--- src/hdl/a2_card_settings.svh ---
`ifndef A2_CARD_SETTINGS_SVH
`define A2_CARD_SETTINGS_SVH

// Memory geometry, 16K words of 32 bits
`define A2_MEM_AW        14
`define A2_NUM_PORTS     3

// Port numbers, lowest wins arbitration
`define A2_PORT_VIDEO    0
`define A2_PORT_SHADOW   1
`define A2_PORT_SAMPLE   2

`define A2_IO_PAGE       16'hC000  // First byte address not shadowed
`define A2_SPEAKER_ADDR  16'hC030
`define A2_SPEAKER_LEVEL 16'h1000

`define A2_WAVE_BASE     'h1000    // Word address of the wavetable
`define A2_WAVE_WORDS    8         // Two samples per word
`define A2_SAMPLE_DIV    64        // Clocks per sample

`endif

--- src/hdl/a2_card_pkg.sv ---
`include "a2_card_settings.svh"

package a2_card_pkg;

    // Apple side
    typedef logic [15:0] a2_addr_t;
    typedef logic [7:0]  a2_byte_t;

    // Card memory word address
    typedef logic [`A2_MEM_AW-1:0] mem_addr_t;

    typedef logic signed [15:0] sample_t;

    // One memory word, seen as bytes by video and shadow,
    // as a pair of samples by the wavetable reader
    typedef union packed {
        a2_byte_t [3:0] bytes;    // Lane 0 is the low byte
        sample_t  [1:0] samples;  // Index 0 in the low half
    } mem_word_u;

    // One bit per memory port
    typedef logic [`A2_NUM_PORTS-1:0] port_vec_t;

endpackage

--- src/hdl/bus_shadow.sv ---
`timescale 1ns/1ps
`include "a2_card_settings.svh"

module bus_shadow (
    input  logic                   clk_logic_w,
    input  logic                   arst_n_i,
    input  logic                   bus_strobe_i,
    input  a2_card_pkg::a2_addr_t  bus_addr_i,
    input  a2_card_pkg::a2_byte_t  bus_data_i,
    input  logic                   bus_rw_n_i,
    input  logic                   gnt_i,
    output logic                   req_o,
    output a2_card_pkg::mem_addr_t addr_o,
    output a2_card_pkg::mem_word_u wdata_o,
    output logic [3:0]             be_o
);

    logic                   capture_w;
    a2_card_pkg::mem_word_u lane_word_w;

    logic                   req_q;
    a2_card_pkg::mem_addr_t addr_q;
    a2_card_pkg::mem_word_u wdata_q;
    logic [3:0]             be_q;

    // Only CPU writes below the I/O page are copied
    assign capture_w = bus_strobe_i && !bus_rw_n_i && (bus_addr_i < `A2_IO_PAGE);

    // Byte moved into its lane, the rest stays zero
    always_comb begin
        lane_word_w                       = '0;
        lane_word_w.bytes[bus_addr_i[1:0]] = bus_data_i;
    end

    always_ff @(posedge clk_logic_w or negedge arst_n_i) begin
        if (!arst_n_i) begin
            req_q <= 1'b0;
        end else if (capture_w) begin
            req_q <= 1'b1;
        end else if (gnt_i) begin
            req_q <= 1'b0;  // Write done this cycle
        end
    end

    always_ff @(posedge clk_logic_w) begin
        if (capture_w) begin
            addr_q  <= bus_addr_i[15:2];
            wdata_q <= lane_word_w;
            be_q    <= 4'b0001 << bus_addr_i[1:0];
        end
    end

    assign req_o   = req_q;
    assign addr_o  = addr_q;
    assign wdata_o = wdata_q;
    assign be_o    = be_q;

endmodule

--- config.mk ---
export PLATFORM = sky130hd
export DESIGN_NAME = bus_shadow
export DESIGN_NICKNAME = d
export VERILOG_FILES = /design/src/hdl/a2_card_pkg.sv /design/src/hdl/bus_shadow.sv
export VERILOG_INCLUDE_DIRS = /design/src /design/src/hdl
export SDC_FILE = /design/constraint.sdc
export NUM_CORES = 1
export LEC_CHECK = 0
export BUFFER_PORTS_ARGS = -buffer_cell sky130_fd_sc_hd__buf_2
export CORE_MARGIN = 4
export CORE_UTILIZATION = 50
export DETAILED_ROUTE_END_ITERATION = 12
export PLACE_DENSITY = 0.84
export SETUP_SLACK_MARGIN = 0.05
export SYNTH_ARGS = -nofsm -noshare
export SYNTH_HDL_FRONTEND = slang
export SYNTH_SLANG_ARGS = --single-unit
--- constraint.sdc ---
create_clock -name clk_logic_w -period 1.6 [get_ports clk_logic_w]
set_clock_uncertainty 0.1 [all_clocks]
set_input_delay 0.24 -clock clk_logic_w [delete_from_list [all_inputs] [get_ports clk_logic_w]]
set_output_delay 0.24 -clock clk_logic_w [all_outputs]
set_load 0.01 [all_outputs]
-- After elaboration in Yosys (flattened, before gate mapping)
Index checks and enable logic that the tools add are counted.
- memories kept: 0
- bits in registers: 51
- memory bits (read-only): 0
- output and inout port bits: 51
- bits in latches: 0
- memory bits (writable): 0
- divide/modulo/power cells: 0
- $lt $le $gt $ge: 3
- bitwise gates (word level): 1
- muxes and demuxes: 4
- reductions and logical operators: 5
- shift operators: 1
- equal/unequal tests: 0
- add/sub/neg operators: 0
- $mul: 0
- operators by type and width (cell ; count):
    bitwise AND 32 bit ; 1
    demux 8 bit (select 2 bit) ; 1
    less-than comparator 16 bit, second input constant ; 1
    two-way mux 8 bit ; 1
    left shift 1 x 2 -> 4 bit, first input constant ; 1
    logical AND 1 bit ; 3
    less-than comparator 2 x 3 -> 1 bit, second input constant ; 1
    greater-or-equal comparator 2 x 1 -> 1 bit, second input constant ; 1
    two-way mux 1 bit ; 2
    nonzero test 2 bit ; 1
    logical NOT 1 bit ; 1

-- Longest topological paths before layout
- word-level depth: 5
- mapped depth: 3
- depth with buffers taken out: 2

-- Worst setup path before layout
Ideal clock, no wire load.
- kind: input -> register
- start point: in bus_addr_i[15]
- end point: reg addr_q[0] (netlist: addr_o[0]), enable pin
- required time: 0.981 ns
- arrival: 3.803 ns
- slack: -2.822 ns
- stages: 2
- cell sequence: and2_1 nor3_1
- word-level cells in the longest chain between the ends: 2
- RTL lines (what ; line ; text):
    start: declaration ; bus_shadow.sv:8 ; input a2_card_pkg::a2_addr_t bus_addr_i,
    less-than comparator 16 bit (no line) ; -- ;
    logical AND 1 bit ; bus_shadow.sv:27 ; assign capture_w = bus_strobe_i && !bus_rw_n_i && (bus_addr_i < `A2_IO_PAGE);
    net capture_w ; bus_shadow.sv:18 ; logic capture_w;
    end signal: assignment ; bus_shadow.sv:47 ; addr_q <= bus_addr_i[15:2];
    end: declaration ; bus_shadow.sv:22 ; a2_card_pkg::mem_addr_t addr_q;
The timed path passes the listed nets, and every way through them passes these cells.
A chain may end at the register's enable or synchronous reset.

-- Worst setup path in the final report
- start point: reg be_q[2] (netlist: be_o[2])
- end point: out be_o[2]
- RTL lines (what ; line ; text):
    start: declaration ; bus_shadow.sv:24 ; logic [3:0] be_q;
    start signal: assignment ; bus_shadow.sv:49 ; be_q <= 4'b0001 << bus_addr_i[1:0];
    end: declaration ; bus_shadow.sv:15 ; output logic [3:0] be_o
No word-level cell between the ends.

==> metrics <==
outcome finished clean; # rows 21; clock-pin slew on the worst setup and hold paths 0.08 ns; cells after synthesis 96; CP max FO 1; Fillers 227; HPWL Detailed 2.57 mm; Power Density about 1000 nW/µm²; period utilization 0.748; drt via density 4.83; final instance area 2460 µm²; DRC 0; routed wire length ~3.7 mm; Slew HR 0.654; final setup violation count 0; Async SR Flop Fraction 0.0196; Inst Count DP 218; Clock Latency Late Sink 0.29 ns; final setup margin 0.403 ns; GPL Wtd Cong 0.693; Setup Total Neg Slack 0 ns; uppermost layer routed met4; Synthesized Nets approximately 130; fin crit period 1.20 ns; largest net degree at the start of global routing 51; H-Tree Level Count 2; wire per inst 15.9 µm; actual slew at the worst max-slew pin between 0.5 and 0.6 ns; Commonest cells post-synth edfxtp_1 (50), and2_1 (18), and2_2 (8), and3_1 (8); Die X 68.4 µm; Mapped Area 1830 µm²; initial core utilization 0.531; met3 routed WL roughly 430 µm; Comb pwr share 0.104; area post-placement about 2300 µm²; ys flop type edfxtp_1; Yosys warning count 0; cells along the critical path buf_2; final hold viol count 0; crit path kind reg2out; I/O pins 80; die area 4680 µm²; TritonCTS Buffers 5; sequential fraction of design power 0.623; largest area contributor in the netlist edfxtp_1; GR Util All Layers 0.159; Final Non-Filler Cells between 200 and 250; post-layout net count roughly 220; Leak 0.956 nW; post-synthesis sequential area ratio 0.836; Switching Share 0.218; clock power share 0.273; most common cell in the netlist edfxtp_1; WP buf/inv 1; die height just under 70 µm; CTS tree built; I/O Buffers between 70 and 80; worst min-delay path category in2reg; Internal 0.00198 W; first-pass GRT wire length 5.11 mm; ranking of synthesized cells by area edfxtp_1 (82%), and2_1 (6.2%), and2_2 (3.3%); Worst Path Arrival 0.86 ns; Yosys reg bits 51; EDFF count, synth 50; ratio of cells with drive above 1 in the final layout 0.519; Worst EP required 1.26 ns; total gr overflow 0; Resize count post-CTS 0; pre-CTS setup slack 0.205 ns; initial antenna violation count 0; crit-path max cell delay 0.40 ns; Critical Path End Type output port; Peak Freq 836 MHz; CTS Root Cell clkbuf_8; slowest CP cell edfxtp_1; DRT antenna net count 0; vias post-DR 1135; RSZ-0062 raised after global routing false; core area 3440 µm²; post-synth top area share 0.822; CTS Buffer Depth 2; Syn Area/Cell 19.0 µm²; Area growth syn-to-layout 34.5%; initial drt markers 74; Reg area 1530 µm²; vias in the first global route about 1.1k; met2 wire len 1.74 mm; Unique masters post-synth 12; Num Clock Sinks 51; DRT met1 WL roughly 1.5 mm; Max Slew Vio Count 0; max_cap viols 0; drt pass-1 iters 4; area of the multi-input gates 274 µm²; Max IR drop VDD 0.733 mV; P_sw 0.000552 W; n_diodes 0; CP delay by family, top flip-flops; Setup crit start kind register
[path summary, 6_finish.rpt]
path | startpoint | endpoint | slack (ns) | cells after the start
worst min-delay path | bus_addr_i[2] | addr_o[0]$_DFFE_PP_ | 0.02 | 1
max in group asynchronous | arst_n_i | req_o$_DFFE_PN0P_ | 1.17 | 2
worst max register to register | req_o$_DFFE_PN0P_ | req_o$_DFFE_PN0P_ | 0.88 | 2
worst min register to register | req_o$_DFFE_PN0P_ | req_o$_DFFE_PN0P_ | 0.44 | 2
min in group asynchronous | arst_n_i | req_o$_DFFE_PN0P_ | 0.14 | 2
worst max-delay path | be_o[2]$_SDFFCE_PN0P_ | be_o[2] | 0.40 | 1
[power groups by stage]
stage / clock, W / sequential [W] / combinational [W]
global route: 0.000782 / 0.00159 / 0.000290
CTS: 0.000708 / 0.00158 / 0.000251
floorplan: 0 / 0.00165 / 0.0000666
global placement: 0 / 0.00161 / 0.000243
detailed placement: 0 / 0.00161 / 0.000249
finish: 0.000692 / 0.00158 / 0.000265
[cells in the final DEF, fill, tap and decap left out]
cell type      instances
buf_12                 1
o32ai_1                1
and2_1                17
clkbuf_8               5
nor2_4                 1
dfrtp_1                1
nor2b_1                2
buf_2                 79
inv_1                  2
nor3_4                 1
edfxtp_1              50
dlygate4sd3_1          9
clkinv_2               1
clkinvlp_4             1
and3_1                 8
clkbuf_1               1
and2_4                 1
and2_2                 8
[routing by layer]
| layer | GRT usage | up-vias |
|---|---|---|
| met5 | 0 | - |
| li1 | - | 531 |
| met2 | 0.262 | 71 |
| met1 | 0.174 | 528 |
| met3 | 0.0755 | 5 |
| met4 | 0.0670 | 0 |
[per-stage QoR]
step | total power, W | util | hold slack (ns)
6_report | 0.00253 | 0.714 | 0.0250
5_1_grt | 0.00266 | 0.714 | 0.00220
4_1_cts | 0.00254 | 0.690 | 0.00840
3_5_place_dp | 0.00186 | 0.663 | -0.0794
3_3_place_gp | 0.00185 | 0.663 | -0.0848
2_1_floorplan | 0.00172 | - | -0.156
[worst reg2reg max path, delay by kind of cell (launching register included)]
kind | cells | cell delay (ns)
AO/OA/AOI/OAI | 1 | 0.07
buffers and inverters | 1 | 0.05
flip-flops | 1 | 0.38
[logic make-up after synthesis]
logic type,synth area share
flip-flops,0.836
AND/OR/NAND/NOR,0.138
buffers and inverters,0.0219
AO/OA/AOI/OAI,0.00480
[area by class of cell]
type                       instances  share of cell area
timing repair buffer              89               0.206
multi-input combinational         39               0.112
inverter                           2             0.00306
clock inverter                     2             0.00509
sequential                        51               0.621
clock buffer                       6              0.0295
tap                               46              0.0234
[sequential cells by signal, indices dropped and copies added, names as in the netlist]
signal,cells
wdata_o,32
addr_o,14
be_o,4
req_o,1
[what timing repair did]
action                                 in CTS  in global routing
hold buffers                                1                  8
buffers inserted                            0                  0
endpoints found under the hold margin       1                  8
Note: power is estimated with default switching activity, not from simulation.
