`config.mk`:
```
export PLATFORM = sky130hd
export DESIGN_NAME = video_fetch
export DESIGN_NICKNAME = d
export VERILOG_FILES = /design/src/hdl/a2_card_pkg.sv /design/src/hdl/video_fetch.sv
export VERILOG_INCLUDE_DIRS = /design/src /design/src/hdl
export SDC_FILE = /design/constraint.sdc
export NUM_CORES = 1
export LEC_CHECK = 0
export ABC_AREA = 1
export BUFFER_PORTS_ARGS = -buffer_cell sky130_fd_sc_hd__buf_2
export CAP_MARGIN = 40
export CORE_MARGIN = 2
export CORE_UTILIZATION = 37
export CTS_CLUSTER_DIAMETER = 120
export DETAILED_ROUTE_END_ITERATION = 10
export GPL_ROUTABILITY_DRIVEN = 0
export GPL_TIMING_DRIVEN = 0
export PLACE_DENSITY = 0.8
export REMOVE_ABC_BUFFERS = 1
export SLEW_MARGIN = 10
export SYNTH_ARGS = -nofsm -noshare
export SYNTH_HDL_FRONTEND = slang
export SYNTH_SLANG_ARGS = --single-unit
export TNS_END_PERCENT = 10
```
`constraint.sdc`:
```
create_clock -name clk_logic_w -period 1.4 [get_ports clk_logic_w]
set_input_delay 0.21 -clock clk_logic_w [delete_from_list [all_inputs] [get_ports clk_logic_w]]
set_output_delay 0.21 -clock clk_logic_w [all_outputs]
set_load 0.005 [all_outputs]
```
`src/hdl/a2_card_settings.svh`:
```
`ifndef A2_CARD_SETTINGS_SVH
`define A2_CARD_SETTINGS_SVH

// Memory geometry, 16K words of 32 bits
`define A2_MEM_AW        14
`define A2_NUM_PORTS     3

// Port numbers, lowest wins arbitration
`define A2_PORT_VIDEO    0
`define A2_PORT_SHADOW   1
`define A2_PORT_SAMPLE   2

`define A2_IO_PAGE       16'hC000  // First byte address not shadowed
`define A2_SPEAKER_ADDR  16'hC030
`define A2_SPEAKER_LEVEL 16'h1000

`define A2_WAVE_BASE     'h1000    // Word address of the wavetable
`define A2_WAVE_WORDS    8         // Two samples per word
`define A2_SAMPLE_DIV    64        // Clocks per sample

`endif

```
`src/hdl/a2_card_pkg.sv`:
```
`include "a2_card_settings.svh"

package a2_card_pkg;

    // Apple side
    typedef logic [15:0] a2_addr_t;
    typedef logic [7:0]  a2_byte_t;

    // Card memory word address
    typedef logic [`A2_MEM_AW-1:0] mem_addr_t;

    typedef logic signed [15:0] sample_t;

    // One memory word, seen as bytes by video and shadow,
    // as a pair of samples by the wavetable reader
    typedef union packed {
        a2_byte_t [3:0] bytes;    // Lane 0 is the low byte
        sample_t  [1:0] samples;  // Index 0 in the low half
    } mem_word_u;

    // One bit per memory port
    typedef logic [`A2_NUM_PORTS-1:0] port_vec_t;

endpackage

```
`src/hdl/video_fetch.sv`:
```
`timescale 1ns/1ps

module video_fetch (
    input  logic                   clk_logic_w,
    input  logic                   arst_n_i,
    input  logic                   video_rd_i,
    input  a2_card_pkg::a2_addr_t  video_addr_i,
    input  a2_card_pkg::mem_word_u rdata_i,
    input  logic                   rvalid_i,
    output logic                   req_o,
    output a2_card_pkg::mem_addr_t addr_o,
    output a2_card_pkg::a2_byte_t  video_data_o,
    output logic                   video_valid_o
);

    logic [1:0]            lane_q;
    a2_card_pkg::a2_byte_t data_q;
    logic                  valid_q;

    // Top priority port, the grant comes in the same cycle
    assign req_o  = video_rd_i;
    assign addr_o = video_addr_i[15:2];

    // Lane follows the read into the data cycle
    always_ff @(posedge clk_logic_w) begin
        if (video_rd_i) begin
            lane_q <= video_addr_i[1:0];
        end
        if (rvalid_i) begin
            data_q <= rdata_i.bytes[lane_q];
        end
    end

    always_ff @(posedge clk_logic_w or negedge arst_n_i) begin
        if (!arst_n_i) begin
            valid_q <= 1'b0;
        end else begin
            valid_q <= rvalid_i;
        end
    end

    assign video_data_o  = data_q;
    assign video_valid_o = valid_q;

endmodule
```
After elaboration in Yosys (flattened, before gate mapping)
Cells that the tools add are included.

storage, ports and cells
  bits in registers = 11

cells by class
  multiplexer cells = 2
  magnitude comparators = 1

operator list
  operator              count
  $bmux W8 S2           1
  $mux W8               1
  $lt A2 B3 Y1 const B  1

Depth between registers and ports, before layout
Gate-level depths: netlist (run 1).

  word-level depth = 2
  depth in mapped cells = 6
  gate-level depth less buffers = 4

Least setup slack after synthesis (run 1)
Ideal clock, no wire load.

  path kind = reg-to-reg
  start point = reg lane_q[0]
  end point = reg data_q[4] (netlist: video_data_o[4]) (data pin)
  stages on the path, launching flop included = 7
  required time = 1147 ps
  arrival = 822 ps
  clock period less this slack = 1075 ps
  slack = 325 ps
  buffers on the path = 2
  path through = edfxtp_1 buf_6 inv_4 buf_6 nand2_1 nand3_1 nand2_1

between the ends
  cells in the longest elaborated chain, start to end = 2

RTL lines
  element                        line               RTL
  start, declared                video_fetch.sv:16  logic [1:0] lane_q;
  start signal, assigned         video_fetch.sv:27  lane_q <= video_addr_i[1:0];
  $bmux W8 S2                    video_fetch.sv:30  data_q <= rdata_i.bytes[lane_q];
  $mux W8 (not written as such)  video_fetch.sv:30
  end signal, assigned           video_fetch.sv:30
  end, declared                  video_fetch.sv:17  a2_card_pkg::a2_byte_t data_q;

No other way between the ends. The select of a mux whose other input is x is not followed.
A chain may end at the register's enable or synchronous reset.

Final worst setup path (run 1)
  start point = reg lane_q[1]
  end point = reg data_q[4] (netlist: video_data_o[4]) (data pin)

Same word-level chain as after synthesis.

==> results of run 1 <==
==> layer usage <==
metal	track usage	routed length, µm	share of wire	vias up
met3	0.0965	259	0.14	4
met1	0.157	828	0.45	293
li1	-	-	-	405
met4	0.0658	17	0.0093	0
met5	0.0714	0	0	-
met2	0.216	731	0.40	49
==> repair_timing <==
action | 4_1_cts | 5_1_grt
hold endpoints to repair | 1 | 0
hold buffers | 1 | 0
setup endpoints to repair | 0 | 8
setup buffers | 0 | 2
==> kinds of logic (layout without fill, tap and decap cells) <==
group                  after synthesis  count (layout)
buffers and inverters               53              88
and+or+nand+nor                     56              56
DFF                                 11              11
==> final cells by class <==
| type | count | area (µm²) |
|---|---|---|
| fillers | 244 | 1150 |
| flip-flops and latches | 11 | 325 |
| repair buffers | 50 | 273 |
| multi-input cells | 56 | 230 |
| inverters | 34 | 130 |
| well taps | 28 | 35.0 |
| clock buffers | 4 | 26.3 |
==> sequential cells by signal (all words and copies together) (netlist names) <==
register       cells
video_data_o       8
video_valid_o      1
lane_q             2
==> cells in the final DEF, fill, tap and decap left out <==
cell type      Yosys  routed
clkbuf_1           0       1
buf_4             16       1
clkbuf_4           0       3
buf_2              1      47
dfrtp_1            1       1
dlygate4sd3_1      0       1
nand2_1           40      40
edfxtp_1          10      10
buf_12             0       1
inv_1             33      33
inv_4              1       1
nand3_1           16      16
==> per-stage QoR <==
stage | hold slack [ns] | cells | setup WS, ns | area, µm² | utilization
finish | 0.120 | 183 | 0.159 | 1020 | 0.470
global route | 0.0913 | 183 | 0.0791 | 1020 | 0.470
CTS | 0.110 | 181 | 0.0348 | 992 | 0.457
detailed placement | -0.0108 | 176 | 0.0477 | 956 | 0.441
global placement | -0.0140 | 176 | 0.0511 | 956 | 0.441
floorplan | -0.0856 | 101 | 0.238 | 686 | -
==> cell usage after synthesis <==
master,number
dfrtp_1,1
edfxtp_1,10
inv_1,33
nand2_1,40
buf_6,2
buf_2,1
inv_4,1
nand3_1,16
buf_4,16
==> power groups by stage <==
stage	logic (mW)	registers [mW]	clock network (mW)
after CTS	0.181	0.419	0.216
after floorplan	0.0814	0.425	0
after global placement	0.176	0.425	0
after detailed placement	0.178	0.426	0
after global routing	0.228	0.414	0.246
final	0.198	0.412	0.209
==> path summary, 6_finish.rpt <==
check                                          from                   endpoint  slack, ns
worst max-delay path            lane_q[1]$_DFFE_PP_  video_data_o[4]$_DFFE_PP_       0.16
worst min-delay path                video_addr_i[1]        lane_q[1]$_DFFE_PP_       0.12
worst max register to register  lane_q[1]$_DFFE_PP_  video_data_o[4]$_DFFE_PP_       0.16
worst min register to register  lane_q[0]$_DFFE_PP_  video_data_o[0]$_DFFE_PP_       0.83
max in group asynchronous                  arst_n_i    video_valid_o$_DFF_PN0_       1.07
min in group asynchronous                  arst_n_i    video_valid_o$_DFF_PN0_       0.24
==> flow_summary_export.csv, run 1 <==
group,metric,value,unit
status,outcome,"completed",
global_routing,grtUsageTotal,0.146,
yosys,synth_largest_area_cell,"edfxtp_1",
drt,viasPerCell,4.10,
global_routing,grt_pass1_vias,651,
sta,slew_headroom,0.765,
cts,clkLatencyLatePin,0.26,ns
drt,detail-route-antenna-nets,0,
pwr,switching_share,0.257,
yosys,synthSimpleGateAreaFrac,0.276,
cts,clockBufferDepth,2,
place,portBuffers,47,
yosys,synth_top_family_by_area,"buffers and inverters",
pwr,pwr-share-comb,0.242,
pwr,vdd_drop_max,0.000306,V
sta,finalCriticalPeriod,1.24,ns
setup_path,worstSetupEndpointType,"flop",
sta,finalSetupViolations,0,
floorplanning,die_area,2650,µm²
global_routing,overflow,0,
sta,finClkSkew,0.000893,ns
finish,antennaDiodeCount,0,
drt,dr.pass1.iters,3,
cts,htreeDepth,1,
yosys,synth_seq_area_share,0.390,
floorplanning,die_h,51.5,µm
floorplanning,core,2170,µm²
drt,wire_per_inst,10.0,µm
setup_path,slowest_stage,"edfxtp_1",
setup_path,crit_chain,"inv_1 -> nand3_1 -> nand2_1",
yosys,ys_top_cells_by_area,"edfxtp_1 (36%), nand2_1 (18%), inv_1 (15%)",
cts,tritoncts,"done",
pwr,cell_internal_pwr,608,µW
yosys,synth_top_area_frac,0.360,
drt,drc,0,
yosys,syn_area,833,µm²
sta,max_slew.worst_pin.slew,0.353,ns
yosys,synthXorXnorAreaFrac,0,
setup_path,critical_path_required,1.42,ns
finish,fin_nets,208,
setup_path,cp_top_family,"flip-flops",
run,cap_violations,0,
finish,post_route_cells_drive_above_1_share,0.342,
yosys,synthMuxAreaShare,0,
yosys,synthCells,120,
yosys,postSynthAreaPerCell,6.94,µm²
cts,cts-root-buf,"clkbuf_4",
cts,numCtsBuffers,3,
pwr,total_leakage_power,0.645,nW
yosys,synthAdderAreaFrac,0,
place,dp.final_hpwl,1430,µm
setup_path,cp.arrival,1.26,ns
floorplanning,start_util,0.384,
sta,fmax,806,MHz
drt,wl,1840,µm
sta,tns,0,ns
floorplanning,pin_count,76,
global_routing,grt_max_degree,18,
sta,period_share,0.886,
global_routing,grt_pass1_wl,2730,µm
cts,postCtsResizedCells,0,
floorplanning,die_w,51.5,µm
yosys,yosysUniqueCellTypes,9,
setup_path,rr_worst_depth,3,
setup_path,setup.worst_path.class,"flop to flop",
sta,rsz0062_at_grt,"false",
worst_hold_path,hold_depth,1,
setup_path,cp_max_fo,9,
pwr,switchingPower,210,µW
drt,drtIter0Drc,6,
yosys,synth_compound_area_frac,0,
setup_path,start_kind,"flop",
drt,dr_total_vias,751,
yosys,yosysWarnings,0,
yosys,ys_ff_latch,11,
setup_path,worst-path-buf-inv,1,
worst_hold_path,hold_path.class,"input pin to flop",
setup_path,cp_num_cells,3,
pwr,power.share.sequential,0.503,
cts,clkSlewWorstSetupHoldPaths,0.06,ns
finish,syn_to_final_growth,22.4,%
sta,hold_viol,0,
pwr,total_power,818,µW
floorplanning,row_count,17,
sta,drv_slew,0,
cts,numClockSinks,11,
global_routing,antenna_found_initial,0,
pwr,powerDensity,802,nW/µm²
pwr,clock_power_share,0.255,
setup_path,slowest_delay,0.56,ns
Note: power is estimated with default switching activity, not from simulation.
==> inputs of run 2 (changes only) <==
--- a/config.mk
+++ b/config.mk
@@ -16,4 +16,5 @@
 export GPL_ROUTABILITY_DRIVEN = 0
 export GPL_TIMING_DRIVEN = 0
+export MAX_ROUTING_LAYER = met4
 export PLACE_DENSITY = 0.8
 export REMOVE_ABC_BUFFERS = 1
==> constraint.sdc (replaced) <==
create_clock -name clk_logic_w -period 1.4 [get_ports clk_logic_w]
set_input_delay 0.21 -clock clk_logic_w [delete_from_list [all_inputs] [get_ports clk_logic_w]]
set_output_delay 0.21 -clock clk_logic_w [all_outputs]
set_load 0.05 [all_outputs]
==> run 2 against run 1 <==
Die area did not move. Combinational power up 43%. Non-clock buffer count unchanged. Global-route usage is 0.39 points higher.
==> flow_summary_export.csv, run 2 (synthesis gave the netlist of run 1 again) <==
group,metric,value,unit
floorplanning,die_h,51.5,µm
place,dp.final_hpwl,1430,µm
drt,detail-route-antenna-nets,0,
finish,post_route_cells_drive_above_1_share,0.342,
setup_path,worstSetupEndpointType,"flop",
place,placed_cells,176,
setup_path,critical_path_required,1.42,ns
sta,period_share,0.885,
pwr,powerDensity,883,nW/µm²
cts,clkLatencyLatePin,0.26,ns
place,portBuffers,47,
sta,finalCriticalPeriod,1.24,ns
drt,wl,1830,µm
drt,dr_total_vias,747,
finish,seqCellArea,325,µm²
run,cap_violations,0,
status,outcome,"completed",
finish,antennaDiodeCount,0,
worst_hold_path,hold_path.class,"input pin to flop",
drt,wire_per_inst,10.0,µm
global_routing,grt_pass1_wl,2720,µm
floorplanning,row_count,17,
floorplanning,core,2170,µm²
cts,numClockSinks,11,
finish,syn_to_final_growth,22.4,%
sta,finalSetupViolations,0,
sta,finClkSkew,0.000855,ns
pwr,vdd_drop_max,0.000394,V
global_routing,grtUsageTotal,0.150,
finish,largest_reg_flops,8,
global_routing,grt_max_degree,18,
sta,slew_headroom,0.764,
setup_path,startpoint,"lane_q[1]$_DFFE_PP_",
drt,drc,0,
floorplanning,die_area,2650,µm²
cts,clkSlewWorstSetupHoldPaths,0.06,ns
pwr,total_leakage_power,0.645,nW
global_routing,grt_pass1_vias,646,
finish,fill_cells,244,
sta,hold_viol,0,
floorplanning,die_w,51.5,µm
finish,final_common_cell,"buf_2",
finish,final_cell_mix,"buf_2 (47), nand2_1 (40), inv_1 (33)",
drt,dr.pass1.iters,3,
finish,instances_no_fill,183,
sta,rsz0062_at_grt,"false",
drt,drtIter0Drc,6,
finish,fin_nets,208,
global_routing,antenna_found_initial,0,
setup_path,start_kind,"flop",
setup_path,rr_startpoint,"lane_q[1]$_DFFE_PP_",
cts,tritoncts,"done",
worst_hold_path,min_from,"video_addr_i[1]",
floorplanning,pin_count,76,
sta,fmax,807,MHz
floorplanning,start_util,0.384,
cts,numCtsBuffers,3,
cts,postCtsResizedCells,0,
setup_path,cp.arrival,1.26,ns
sta,tns,0,ns
global_routing,overflow,0,
cts,clockBufferDepth,2,
setup_path,setup.worst_path.class,"flop to flop",
sta,max_slew.worst_pin.slew,0.353,ns
finish,multi_input_area,230,µm²
cts,cts-root-buf,"clkbuf_4",
drt,viasPerCell,4.08,
cts,htreeDepth,1,
sta,drv_slew,0,
setup_path,cp_max_fo,9,
## run 2: final timing paths
path / cells after the start / slack (ns) / end
max: 3 / 0.16 / video_data_o[4]$_DFFE_PP_
min: 1 / 0.12 / lane_q[1]$_DFFE_PP_
max reg2reg: 3 / 0.16 / video_data_o[4]$_DFFE_PP_
min reg2reg: 2 / 0.83 / video_data_o[3]$_DFFE_PP_
max in group asynchronous: 2 / 1.07 / video_valid_o$_DFF_PN0_
min in group asynchronous: 2 / 0.25 / video_valid_o$_DFF_PN0_
## run 2: repair_timing
item,in CTS,in global routing
buffers inserted,0,2
hold endpoints to repair,1,0
setup endpoints to repair,0,8
hold buffers,1,0
## run 2: layout make-up
class	instances	share of cell area
sequential	11	0.319
timing repair buffer	50	0.267
multi-input combinational	56	0.226
inverter	34	0.128
tap	28	0.0344
clock buffer	4	0.0258
## run 2: where the power goes
| part | switching (mW) | internal [mW] | leakage, nW |
|---|---|---|---|
| Clock | 0.0952 | 0.110 | 0.0150 |
| Sequential | 0.0160 | 0.396 | 0.110 |
| Combinational | 0.181 | 0.103 | 0.520 |
| Total | 0.292 | 0.608 | 0.645 |
## run 2: critical path, cell delays in order (launching register included)
cell and delay, ns:
edfxtp_1 0.56, inv_1 0.25, nand3_1 0.13, nand2_1 0.06
## run 2: metrics by stage
stage | hold slack (ns) | total power [mW] | util | worst slack [ns] | cell area, µm²
CTS | 0.110 | 0.902 | 0.457 | 0.0348 | 992
finish | 0.124 | 0.900 | 0.470 | 0.161 | 1020
global placement | -0.0140 | 0.686 | 0.441 | 0.0511 | 956
detailed placement | -0.0108 | 0.689 | 0.441 | 0.0477 | 956
global route | 0.0913 | 0.973 | 0.470 | 0.0791 | 1020
floorplan | -0.0856 | 0.588 | - | 0.238 | 686
## run 2: routing by layer
| metal | track usage | part of all wire |
|---|---|---|
| met4 | 0.0658 | 0.0044 |
| met5 | - | 0 |
| met2 | 0.216 | 0.41 |
| met3 | 0.0965 | 0.14 |
| met1 | 0.163 | 0.45 |
