File: src/hdl/a2_card_settings.svh
`ifndef A2_CARD_SETTINGS_SVH
`define A2_CARD_SETTINGS_SVH

// Memory geometry, 16K words of 32 bits
`define A2_MEM_AW        14
`define A2_NUM_PORTS     3

// Port numbers, lowest wins arbitration
`define A2_PORT_VIDEO    0
`define A2_PORT_SHADOW   1
`define A2_PORT_SAMPLE   2

`define A2_IO_PAGE       16'hC000  // First byte address not shadowed
`define A2_SPEAKER_ADDR  16'hC030
`define A2_SPEAKER_LEVEL 16'h1000

`define A2_WAVE_BASE     'h1000    // Word address of the wavetable
`define A2_WAVE_WORDS    8         // Two samples per word
`define A2_SAMPLE_DIV    64        // Clocks per sample

`endif

File: src/hdl/a2_card_pkg.sv
`include "a2_card_settings.svh"

package a2_card_pkg;

    // Apple side
    typedef logic [15:0] a2_addr_t;
    typedef logic [7:0]  a2_byte_t;

    // Card memory word address
    typedef logic [`A2_MEM_AW-1:0] mem_addr_t;

    typedef logic signed [15:0] sample_t;

    // One memory word, seen as bytes by video and shadow,
    // as a pair of samples by the wavetable reader
    typedef union packed {
        a2_byte_t [3:0] bytes;    // Lane 0 is the low byte
        sample_t  [1:0] samples;  // Index 0 in the low half
    } mem_word_u;

    // One bit per memory port
    typedef logic [`A2_NUM_PORTS-1:0] port_vec_t;

endpackage

File: src/hdl/audio_mix.sv
`timescale 1ns/1ps
`include "a2_card_settings.svh"

module audio_mix (
    input  logic                  clk_logic_w,
    input  logic                  arst_n_i,
    input  logic                  bus_strobe_i,
    input  a2_card_pkg::a2_addr_t bus_addr_i,
    input  a2_card_pkg::sample_t  sample_i,
    input  logic                  sample_valid_i,
    output a2_card_pkg::sample_t  audio_o,
    output logic                  audio_valid_o
);

    localparam logic signed [16:0] SUM_MAX = 17'sd32767;
    localparam logic signed [16:0] SUM_MIN = -17'sd32768;

    logic                 spk_q;
    a2_card_pkg::sample_t audio_q;
    logic                 valid_q;
    logic signed [16:0]   level_w;
    logic signed [16:0]   sum_w;
    a2_card_pkg::sample_t clip_w;

    assign level_w = spk_q ? 17'(`A2_SPEAKER_LEVEL) : 17'sd0;
    assign sum_w   = 17'(sample_i) + level_w;  // One guard bit

    always_comb begin
        if (sum_w > SUM_MAX) begin
            clip_w = 16'sh7FFF;
        end else if (sum_w < SUM_MIN) begin
            clip_w = 16'sh8000;
        end else begin
            clip_w = sum_w[15:0];
        end
    end

    always_ff @(posedge clk_logic_w or negedge arst_n_i) begin
        if (!arst_n_i) begin
            spk_q   <= 1'b0;
            audio_q <= '0;
            valid_q <= 1'b0;
        end else begin
            // Any access to the speaker soft switch flips the cone
            if (bus_strobe_i && bus_addr_i == `A2_SPEAKER_ADDR) begin
                spk_q <= ~spk_q;
            end
            valid_q <= sample_valid_i;
            if (sample_valid_i) begin
                audio_q <= clip_w;
            end
        end
    end

    assign audio_o       = audio_q;
    assign audio_valid_o = valid_q;

endmodule

File: config.mk
export PLATFORM = sky130hd
export DESIGN_NAME = audio_mix
export DESIGN_NICKNAME = d
export VERILOG_FILES = /design/src/hdl/a2_card_pkg.sv /design/src/hdl/audio_mix.sv
export VERILOG_INCLUDE_DIRS = /design/src /design/src/hdl
export SDC_FILE = /design/constraint.sdc
export NUM_CORES = 1
export LEC_CHECK = 0
export BUFFER_PORTS_ARGS = -buffer_cell sky130_fd_sc_hd__buf_2
export CAP_MARGIN = 30
export CORE_ASPECT_RATIO = 0.5
export CORE_UTILIZATION = 30
export CTS_BUF_LIST = sky130_fd_sc_hd__clkbuf_2
export CTS_CLUSTER_DIAMETER = 80
export DETAILED_ROUTE_END_ITERATION = 10
export MAX_ROUTING_LAYER = met4
export PLACE_DENSITY = 0.68
export SLEW_MARGIN = 0
export SYNTH_ARGS = -nofsm -noshare
export SYNTH_HDL_FRONTEND = slang
export SYNTH_SLANG_ARGS = --single-unit
File: constraint.sdc
create_clock -name clk_logic_w -period 4.9 [get_ports clk_logic_w]
set_clock_uncertainty 0.1 [all_clocks]
set_input_delay 0 -clock clk_logic_w [delete_from_list [all_inputs] [get_ports clk_logic_w]]
set_output_delay 0 -clock clk_logic_w [all_outputs]
set_load 0.005 [all_outputs]
## Word level (Yosys, flattened, before mapping)

Cells that the tools add are included.

| storage, ports and cells | value |
|---|---|
| register bits | 18 |
| bits of input ports | 36 |
| output and inout port bits | 17 |
| ROM bits | 0 |
| logic and storage cells | 12 |
| latch bits | 0 |
| memory bits (writable) | 0 |
| memories | 0 |

| cells by class | value |
|---|---|
| shifts and indexed selects | 0 |
| equal/unequal tests | 1 |
| divide/modulo/power cells | 0 |
| bitwise gates (word level) | 1 |
| $add $sub $neg | 1 |
| reduce and logical (&&, ||, !) cells | 1 |
| multipliers | 0 |
| multiplexer cells | 3 |
| order comparisons | 2 |

Operators with widths:

| cell | count |
|---|---|
| 16-bit two-way mux | 2 |
| 16-bit by 14-bit adder with 17-bit output | 1 |
| 17-bit by 16-bit greater-than comparator with 1-bit output, second input constant | 1 |
| 17-bit by 16-bit < comparator with 1-bit output, second input constant | 1 |
| 16-bit == test, second input constant | 1 |
| 13-bit two-way mux | 1 |
| 1-bit logical AND | 1 |
| 1-bit NOT | 1 |

## Longest topological paths before layout

Gate-level depths: netlist (run 1).

| logic depth | value |
|---|---|
| word-level depth | 5 |
| depth in mapped cells | 7 |

## Worst setup path after synthesis (run 1)

No wires, ideal clock.

| timing path | value |
|---|---|
| path type | register -> register |
| from | reg spk_q |
| to | reg audio_q[10], in the netlist audio_o[10] |
| slack | 3.165 ns |
| period minus slack after synthesis | 1.735 ns |
| library setup time | 0.121 ns |
| arrival | 1.514 ns |
| path buffers | 2 |
| cell stages (with the launch flop) | 8 |
| cell sequence | dfrtp_1 -> ha_1 -> ha_1 -> or3_1 -> buf_2 -> buf_6 -> nand2_1 -> a21oi_1 |

| between the ends | value |
|---|---|
| longest elaborated chain between the ends | 5 |
| elaborated cells on any way between the ends | 6 |

Ends and longest elaborated chain:

| item | RTL line | RTL |
|---|---|---|
| start: declaration | audio_mix.sv:18 | `logic spk_q;` |
| start signal: assignment | audio_mix.sv:46 | `spk_q <= ~spk_q;` |
| 13-bit two-way mux (*) | audio_mix.sv:25 | `` assign level_w = spk_q ? 17'(`A2_SPEAKER_LEVEL) : 17'sd0; `` |
| 16-bit by 14-bit adder with 17-bit output (*) | audio_mix.sv:26 | `assign sum_w = 17'(sample_i) + level_w;` |
| 17-bit by 16-bit < comparator with 1-bit output | audio_mix.sv:31 | `end else if (sum_w < SUM_MIN) begin` |
| 16-bit two-way mux | audio_mix.sv:31 |  |
| 16-bit two-way mux (*) | audio_mix.sv:29 | `if (sum_w > SUM_MAX) begin` |
| end signal: assignment | audio_mix.sv:50 | `audio_q <= clip_w;` |
| end: declaration | audio_mix.sv:19 | `a2_card_pkg::sample_t audio_q;` |

Mark *: on every way between the ends. The rest lies on a longest branch, timed or not.
A chain may end at the register's enable or synchronous reset.

## Final worst setup path (run 1)

| timing path | value |
|---|---|
| from | reg spk_q |
| to | reg audio_q[2], in the netlist audio_o[2] |

The elaborated chain is that of the path after synthesis.

==> results of run 1 <==
[Yosys cell counts (2+ instances only)]
master / instances / share of area
ha_1: 2 / 0.030
buf_2: 2 / 0.012
dfrtp_1: 18 / 0.55
nor2_1: 15 / 0.069
nor4_1: 3 / 0.023
nand2_1: 21 / 0.096
nand3_1: 2 / 0.012
a21oi_1: 14 / 0.085
buf_6: 2 / 0.027
inv_1: 2 / 0.0091
[cell families after synthesis]
group,after synthesis
AO/OA/AOI/OAI,19
XOR/XNOR,1
adder cells (fa/ha/maj),2
buffers and inverters,7
flip-flops,18
AND/OR/NAND/NOR,44
[through the flow]
stage | hold WS (ns) | area [um2] | power [mW] | util | instances
final | 0.01134 | 1318 | 0.2923 | 0.5519 | 198
after global routing | 0.002030 | 1318 | 0.3093 | 0.5519 | 198
after CTS | 0.008079 | 1318 | 0.2959 | 0.5519 | 198
after detailed placement | -0.1525 | 1089 | 0.2205 | 0.4560 | 173
after floorplan | -0.3956 | 820.8 | 0.1888 | - | 91
after global placement | -0.1534 | 1089 | 0.2192 | 0.4560 | 173
[power by group]
part           internal, mW  switching (mW)  leakage [nW]
sequential            0.161         0.00627         0.205
combinational        0.0367          0.0270         0.454
clock                0.0177          0.0439        0.0140
total                 0.215          0.0772         0.673
[worst max-delay path: cells and delay by family, from the launching register on]
| kind | cells | cell delay (ns) |
|---|---|---|
| and+or+nand+nor | 2 | 0.75 |
| buffers and inverters | 1 | 0.58 |
| adders and majority gates | 2 | 0.43 |
| DFF | 1 | 0.42 |
| AOI/OAI and AO/OA | 1 | 0.07 |
[final cells by class]
| type | instances | area [um2] | share of cell area |
|---|---|---|---|
| timing repair buffer | 73 | 470.5 | 0.3571 |
| sequential | 18 | 450.4 | 0.3419 |
| multi-input combinational | 66 | 326.6 | 0.2479 |
| tap | 35 | 43.79 | 0.03324 |
| clock buffer | 3 | 15.01 | 0.01140 |
| inverter | 2 | 7.507 | 0.005698 |
| clock inverter | 1 | 3.754 | 0.002849 |
[repair_timing]
item / CTS / global route
gates resized for setup: 0 / 0
hold buffers: 21 / 0
setup buffers: 0 / 0
endpoints found under the hold margin: 35 / 0
[routing by layer]
metal,part of all wire,vias up,global-route usage,wire length (um)
met4,0.010,0,0.03365,22
met5,0,-,-,0
met1,0.40,404,0.1540,856
met3,0.059,4,0.04941,125
li1,-,448,-,-
met2,0.53,36,0.3091,1113
[cell usage in the layout (no fill, tap or decap)]
cell           instances
o21ai_0                1
dfrtp_1               18
nand3b_1               1
a21oi_1               14
nand3_1                2
nand2_1               21
dlygate4sd3_1         21
nor4bb_1               1
ha_1                   2
o31a_1                 1
or3_1                  1
clkinv_1               1
xor2_1                 1
inv_1                  2
o211ai_1               1
nor2_1                15
a31oi_1                1
clkbuf_2               3
o21a_1                 1
nor4_1                 3
buf_2                 52
[registers in the layout, indices dropped and copies added, names as in the netlist]
| name | count |
|---|---|
| audio_o | 16 |
| audio_valid_o | 1 |
| spk_q | 1 |
[worst max-delay path by stage]
stage | start | end | slack, ns | depth (start not counted)
after detailed placement | spk_q | audio_o[7] | 3.02 | 5
final | spk_q | audio_o[2] | 2.46 | 6
after global routing | spk_q | audio_o[0] | 2.39 | 6
after CTS | spk_q | audio_o[2] | 2.48 | 6
after global placement | spk_q | audio_o[1] | 3.05 | 5
after floorplan | spk_q | audio_o[10] | 3.17 | 7
==> impl_metrics.yaml, run 1 <==
status:
  outcome: "completed"
critical_path:
  crit_type: "flop to flop"
  slowest_delay_ns: 0.60
  crit_top_cell: "ha_1"
  cp-start-kind: "flop"
  r2r_start: "spk_q"
  worstReg2RegEnd: "audio_o[2]"
  critPathArrivalTime_ns: 2.54
  crit_path_end_kind: "flop"
  crit_path_max_fanout: 14
  r2r_cells: 6
  cp_slowest_cell: "or3_1"
  r2r_slack_ns: 2.46
  critical_path_required_ns: 5.00
  crit_chain: "ha_1 -> ha_1 -> or3_1 -> nand2_1 -> a21oi_1 -> dlygate4sd3_1"
global_routing:
  grt_overflow: 0
  antenna_found_initial: 0
  grt_pass1_vias: 810
  grt_pass1_wl_um: 3305
  grt_usage: 0.1533
  grt_max_degree: 21
die:
  placementRows: 12
  start_util: 0.3438
  dieArea_um2: 2962
  die_width_um: 75.97
  boundaryPins: 53
  core_area_um2: 2387
  die_h_um: 38.99
hold_path:
  holdPathEnd: "audio_o[12]"
  worstHoldPathType: "input pin to flop"
  holdPathStages: 4
  hold_path_startpoint: "sample_i[12]"
timing:
  tns_ns: 0
  tightest_slew_ns: 0.5090
  rsz0062_at_grt: "false"
  slew_viol_final: 0
  timing.final.crit_share: 0.4979
  slew_headroom: 0.6607
  fin_ws_ns: 2.460
  fmax_ghz: 0.4099
  setup_viol: 0
  finalHoldViolations: 0
  min_period_ns: 2.440
yosys:
  ys_ff_latch: 18
  synth_cells: 91
  yosysSeqAreaShare: 0.5488
  muxShareOfSynthArea: 0
  synth_edf_count: 0
  synth_compound_area_frac: 0.1280
  yosys.area_share.adder: 0.03049
  synth-simple-area-share: 0.2287
  synth_nets: 129
  avgSynthCellArea_um2: 9.020
  yosys_warnings: 0
  synth_ff_type: "dfrtp_1"
  ys_async_sr_fraction: 1.000
  synth_top_family_by_area: "simple AND/OR/NAND/NOR gates"
  synthesis.area_um2: 820.8
  ys_types: 20
  synth_xor_area_frac: 0.01067
placed_design:
  dp_hpwl_um: 1459
  place.gp.congestion: 0.7213
  preCtsSetupSlack_ns: 3.019
  portBuffers: 52
flow_run:
  drv_cap: 0
routing:
  routedWlPerCell_um: 10.70
  drt_first_pass_iters: 4
  vias_per_cell: 4.505
  ant_nets: 0
  drc_errors: 0
  num_vias: 892
  drtIter0Drc: 73
  routed_wl_um: 2118
clock_tree:
  cts.clk_slew.worst_paths_ns: 0.16
  cts.sinks: 18
  clkLatencyLatePin_ns: 0.29
  numCtsBuffers: 3
  cts_tree: "yes"
  cts.htree.levels: 1
  cts_buffer_depth: 2
  clockRootBuffer: "clkbuf_2"
power_and_ir_drop:
  p_per_area_nw_per_um2: 221.9
  power.leakage_nw: 0.6726
  ir_drop_uv: 87.95
layout:
  nNetsFinal: 202
  num-fill-cells: 209
  layout-drive-gt1-share: 0.3374
  syn_to_final_growth_pct: 60.52
  antenna_cells: 0
Power figures use the tool's default switching activity.
==> run 2, diff against run 1 <==
PLACE_DENSITY = 0.7   (was 0.68)
clock period = 2 ns   (was 4.9 ns; I/O delays follow)
==> run 2 against run 1 <==
Via count is 0.34% lower. Die area unchanged. Critical path type unchanged. Routed wire length rose by 3.1%. Sequential power up 140%.
==> impl_metrics.yaml, run 2 (synthesis results as in run 1) <==
clock_tree:
  numCtsBuffers: 3
  clkLatencyLatePin_ns: 0.31
  holdBufCountCts: 21
  postCtsSetupRepairBufs: 0
  cts_tree: "yes"
  cts.sinks: 18
  clockRootBuffer: "clkbuf_2"
  cts.clk_slew.worst_paths_ns: 0.18
  cts_buffer_depth: 2
  cts.htree.levels: 1
  cts-resized-gates: 0
timing:
  slew_viol_final: 0
  hold_ws_ns: 0.02342
  finalHoldViolations: 0
  fmax_ghz: 0.5222
  slew_headroom: 0.6845
  tns_ns: 0
  timing.final.crit_share: 0.9575
  tightest_slew_ns: 0.4732
  rsz0062_at_grt: "false"
  min_period_ns: 1.915
  setup_viol: 0
global_routing:
  grt_usage: 0.1586
  grt_pass1_wl_um: 3415
  grt_pass1_vias: 809
  antenna_found_initial: 0
  grt_overflow: 0
  grt_max_degree: 21
power_and_ir_drop:
  power_uw: 729.8
  p_per_area_nw_per_um2: 545.7
  ir_drop_uv: 206.4
  power.leakage_nw: 0.6817
critical_path:
  crit_chain: "ha_1 -> ha_1 -> nand2_1 -> o211ai_1 -> dlygate4sd3_1 -> a31oi_1"
  critical_path_required_ns: 2.15
  crit_path_end_kind: "flop"
  crit_top_cell: "ha_1"
  critPathBufInv: 1
  crit_type: "flop to flop"
  r2r_start: "spk_q"
  r2r_slack_ns: 0.09
  cp-start-kind: "flop"
  crit_path_max_fanout: 4
  cp_slowest_cell: "dlygate4sd3_1"
  slowest_delay_ns: 0.56
  r2r_cells: 6
  crit_family: "buffers and inverters"
  worstReg2RegEnd: "audio_o[14]"
  critPathArrivalTime_ns: 2.07
layout:
  final_util: 0.5603
  num-fill-cells: 211
  layout-drive-gt1-share: 0.3415
  largest_reg_flops: 16
  nNetsFinal: 203
  final_common_cell: "buf_2"
  antenna_cells: 0
  final_cell_mix: "buf_2, nand2_1, dlygate4sd3_1"
  syn_to_final_growth_pct: 62.96
  final_area_um2: 1338
placed_design:
  dpl-instance-area_um2: 1109
  dp_hpwl_um: 1452
  place.gp.congestion: 0.7464
  portBuffers: 52
routing:
  drc_errors: 0
  drtIter0Drc: 54
  ant_nets: 0
  vias_per_cell: 4.467
  num_vias: 889
  routedWlPerCell_um: 10.97
  drt_first_pass_iters: 4
  routed_wl_um: 2183
hold_path:
  worstHoldPathType: "input pin to asynchronous set/reset pin"
die:
  die_h_um: 38.99
  placementRows: 12
  die_width_um: 75.97
  start_util: 0.3438
  dieArea_um2: 2962
  boundaryPins: 53
  core_area_um2: 2387
flow_run:
  drv_cap: 0
status:
  outcome: "completed"
## run 2: power breakdown
| group | total [mW] | switching (mW) | internal, mW |
|---|---|---|---|
| registers | 0.408 | 0.0144 | 0.394 |
| clock network | 0.162 | 0.119 | 0.0435 |
| logic | 0.159 | 0.0674 | 0.0920 |
| total | 0.730 | 0.201 | 0.529 |
## run 2: worst max-delay path by stage
stage,startpoint,endpoint,slack (ns),cells after the start
after floorplan,spk_q,audio_o[10],0.27,7
after global placement,spk_q,audio_o[11],0.18,5
after detailed placement,spk_q,audio_o[5],0.15,5
after CTS,spk_q,audio_o[14],0.09,6
after global routing,spk_q,audio_o[14],0.01,6
final,spk_q,audio_o[14],0.09,6
## run 2: per-stage QoR
| stage | setup WS (ns) | cells |
|---|---|---|
| after floorplan | 0.2652 | 91 |
| after global placement | 0.1794 | 174 |
| after detailed placement | 0.1534 | 174 |
| after CTS | 0.08920 | 199 |
| after global routing | 0.01067 | 199 |
| final | 0.08501 | 199 |
## run 2: layout make-up
class                   count  area, um2  area share
repair buffers             74      490.5      0.3667
flip-flops and latches     18      450.4      0.3368
multi-input cells          66      326.6      0.2442
well taps                  35      43.79     0.03274
clock buffers               3      15.01     0.01123
inverters                   2      7.507    0.005613
clock inverters             1      3.754    0.002806
## run 2: metal layers
layer,part of all wire,global-route usage,up-vias
met3,0.045,0.04941,0
met1,0.43,0.1775,412
met4,0,0.04327,0
li1,-,-,452
met5,0,-,-
met2,0.52,0.2886,25
## run 2: worst reg2reg max path: cells and delay by family, from the launching register on
family	cells	cell delay (ns)
buffers and inverters	1	0.56
adder cells (fa/ha/maj)	2	0.44
flip-flops	1	0.43
AO/OA/AOI/OAI	2	0.23
AND/OR/NAND/NOR	1	0.09
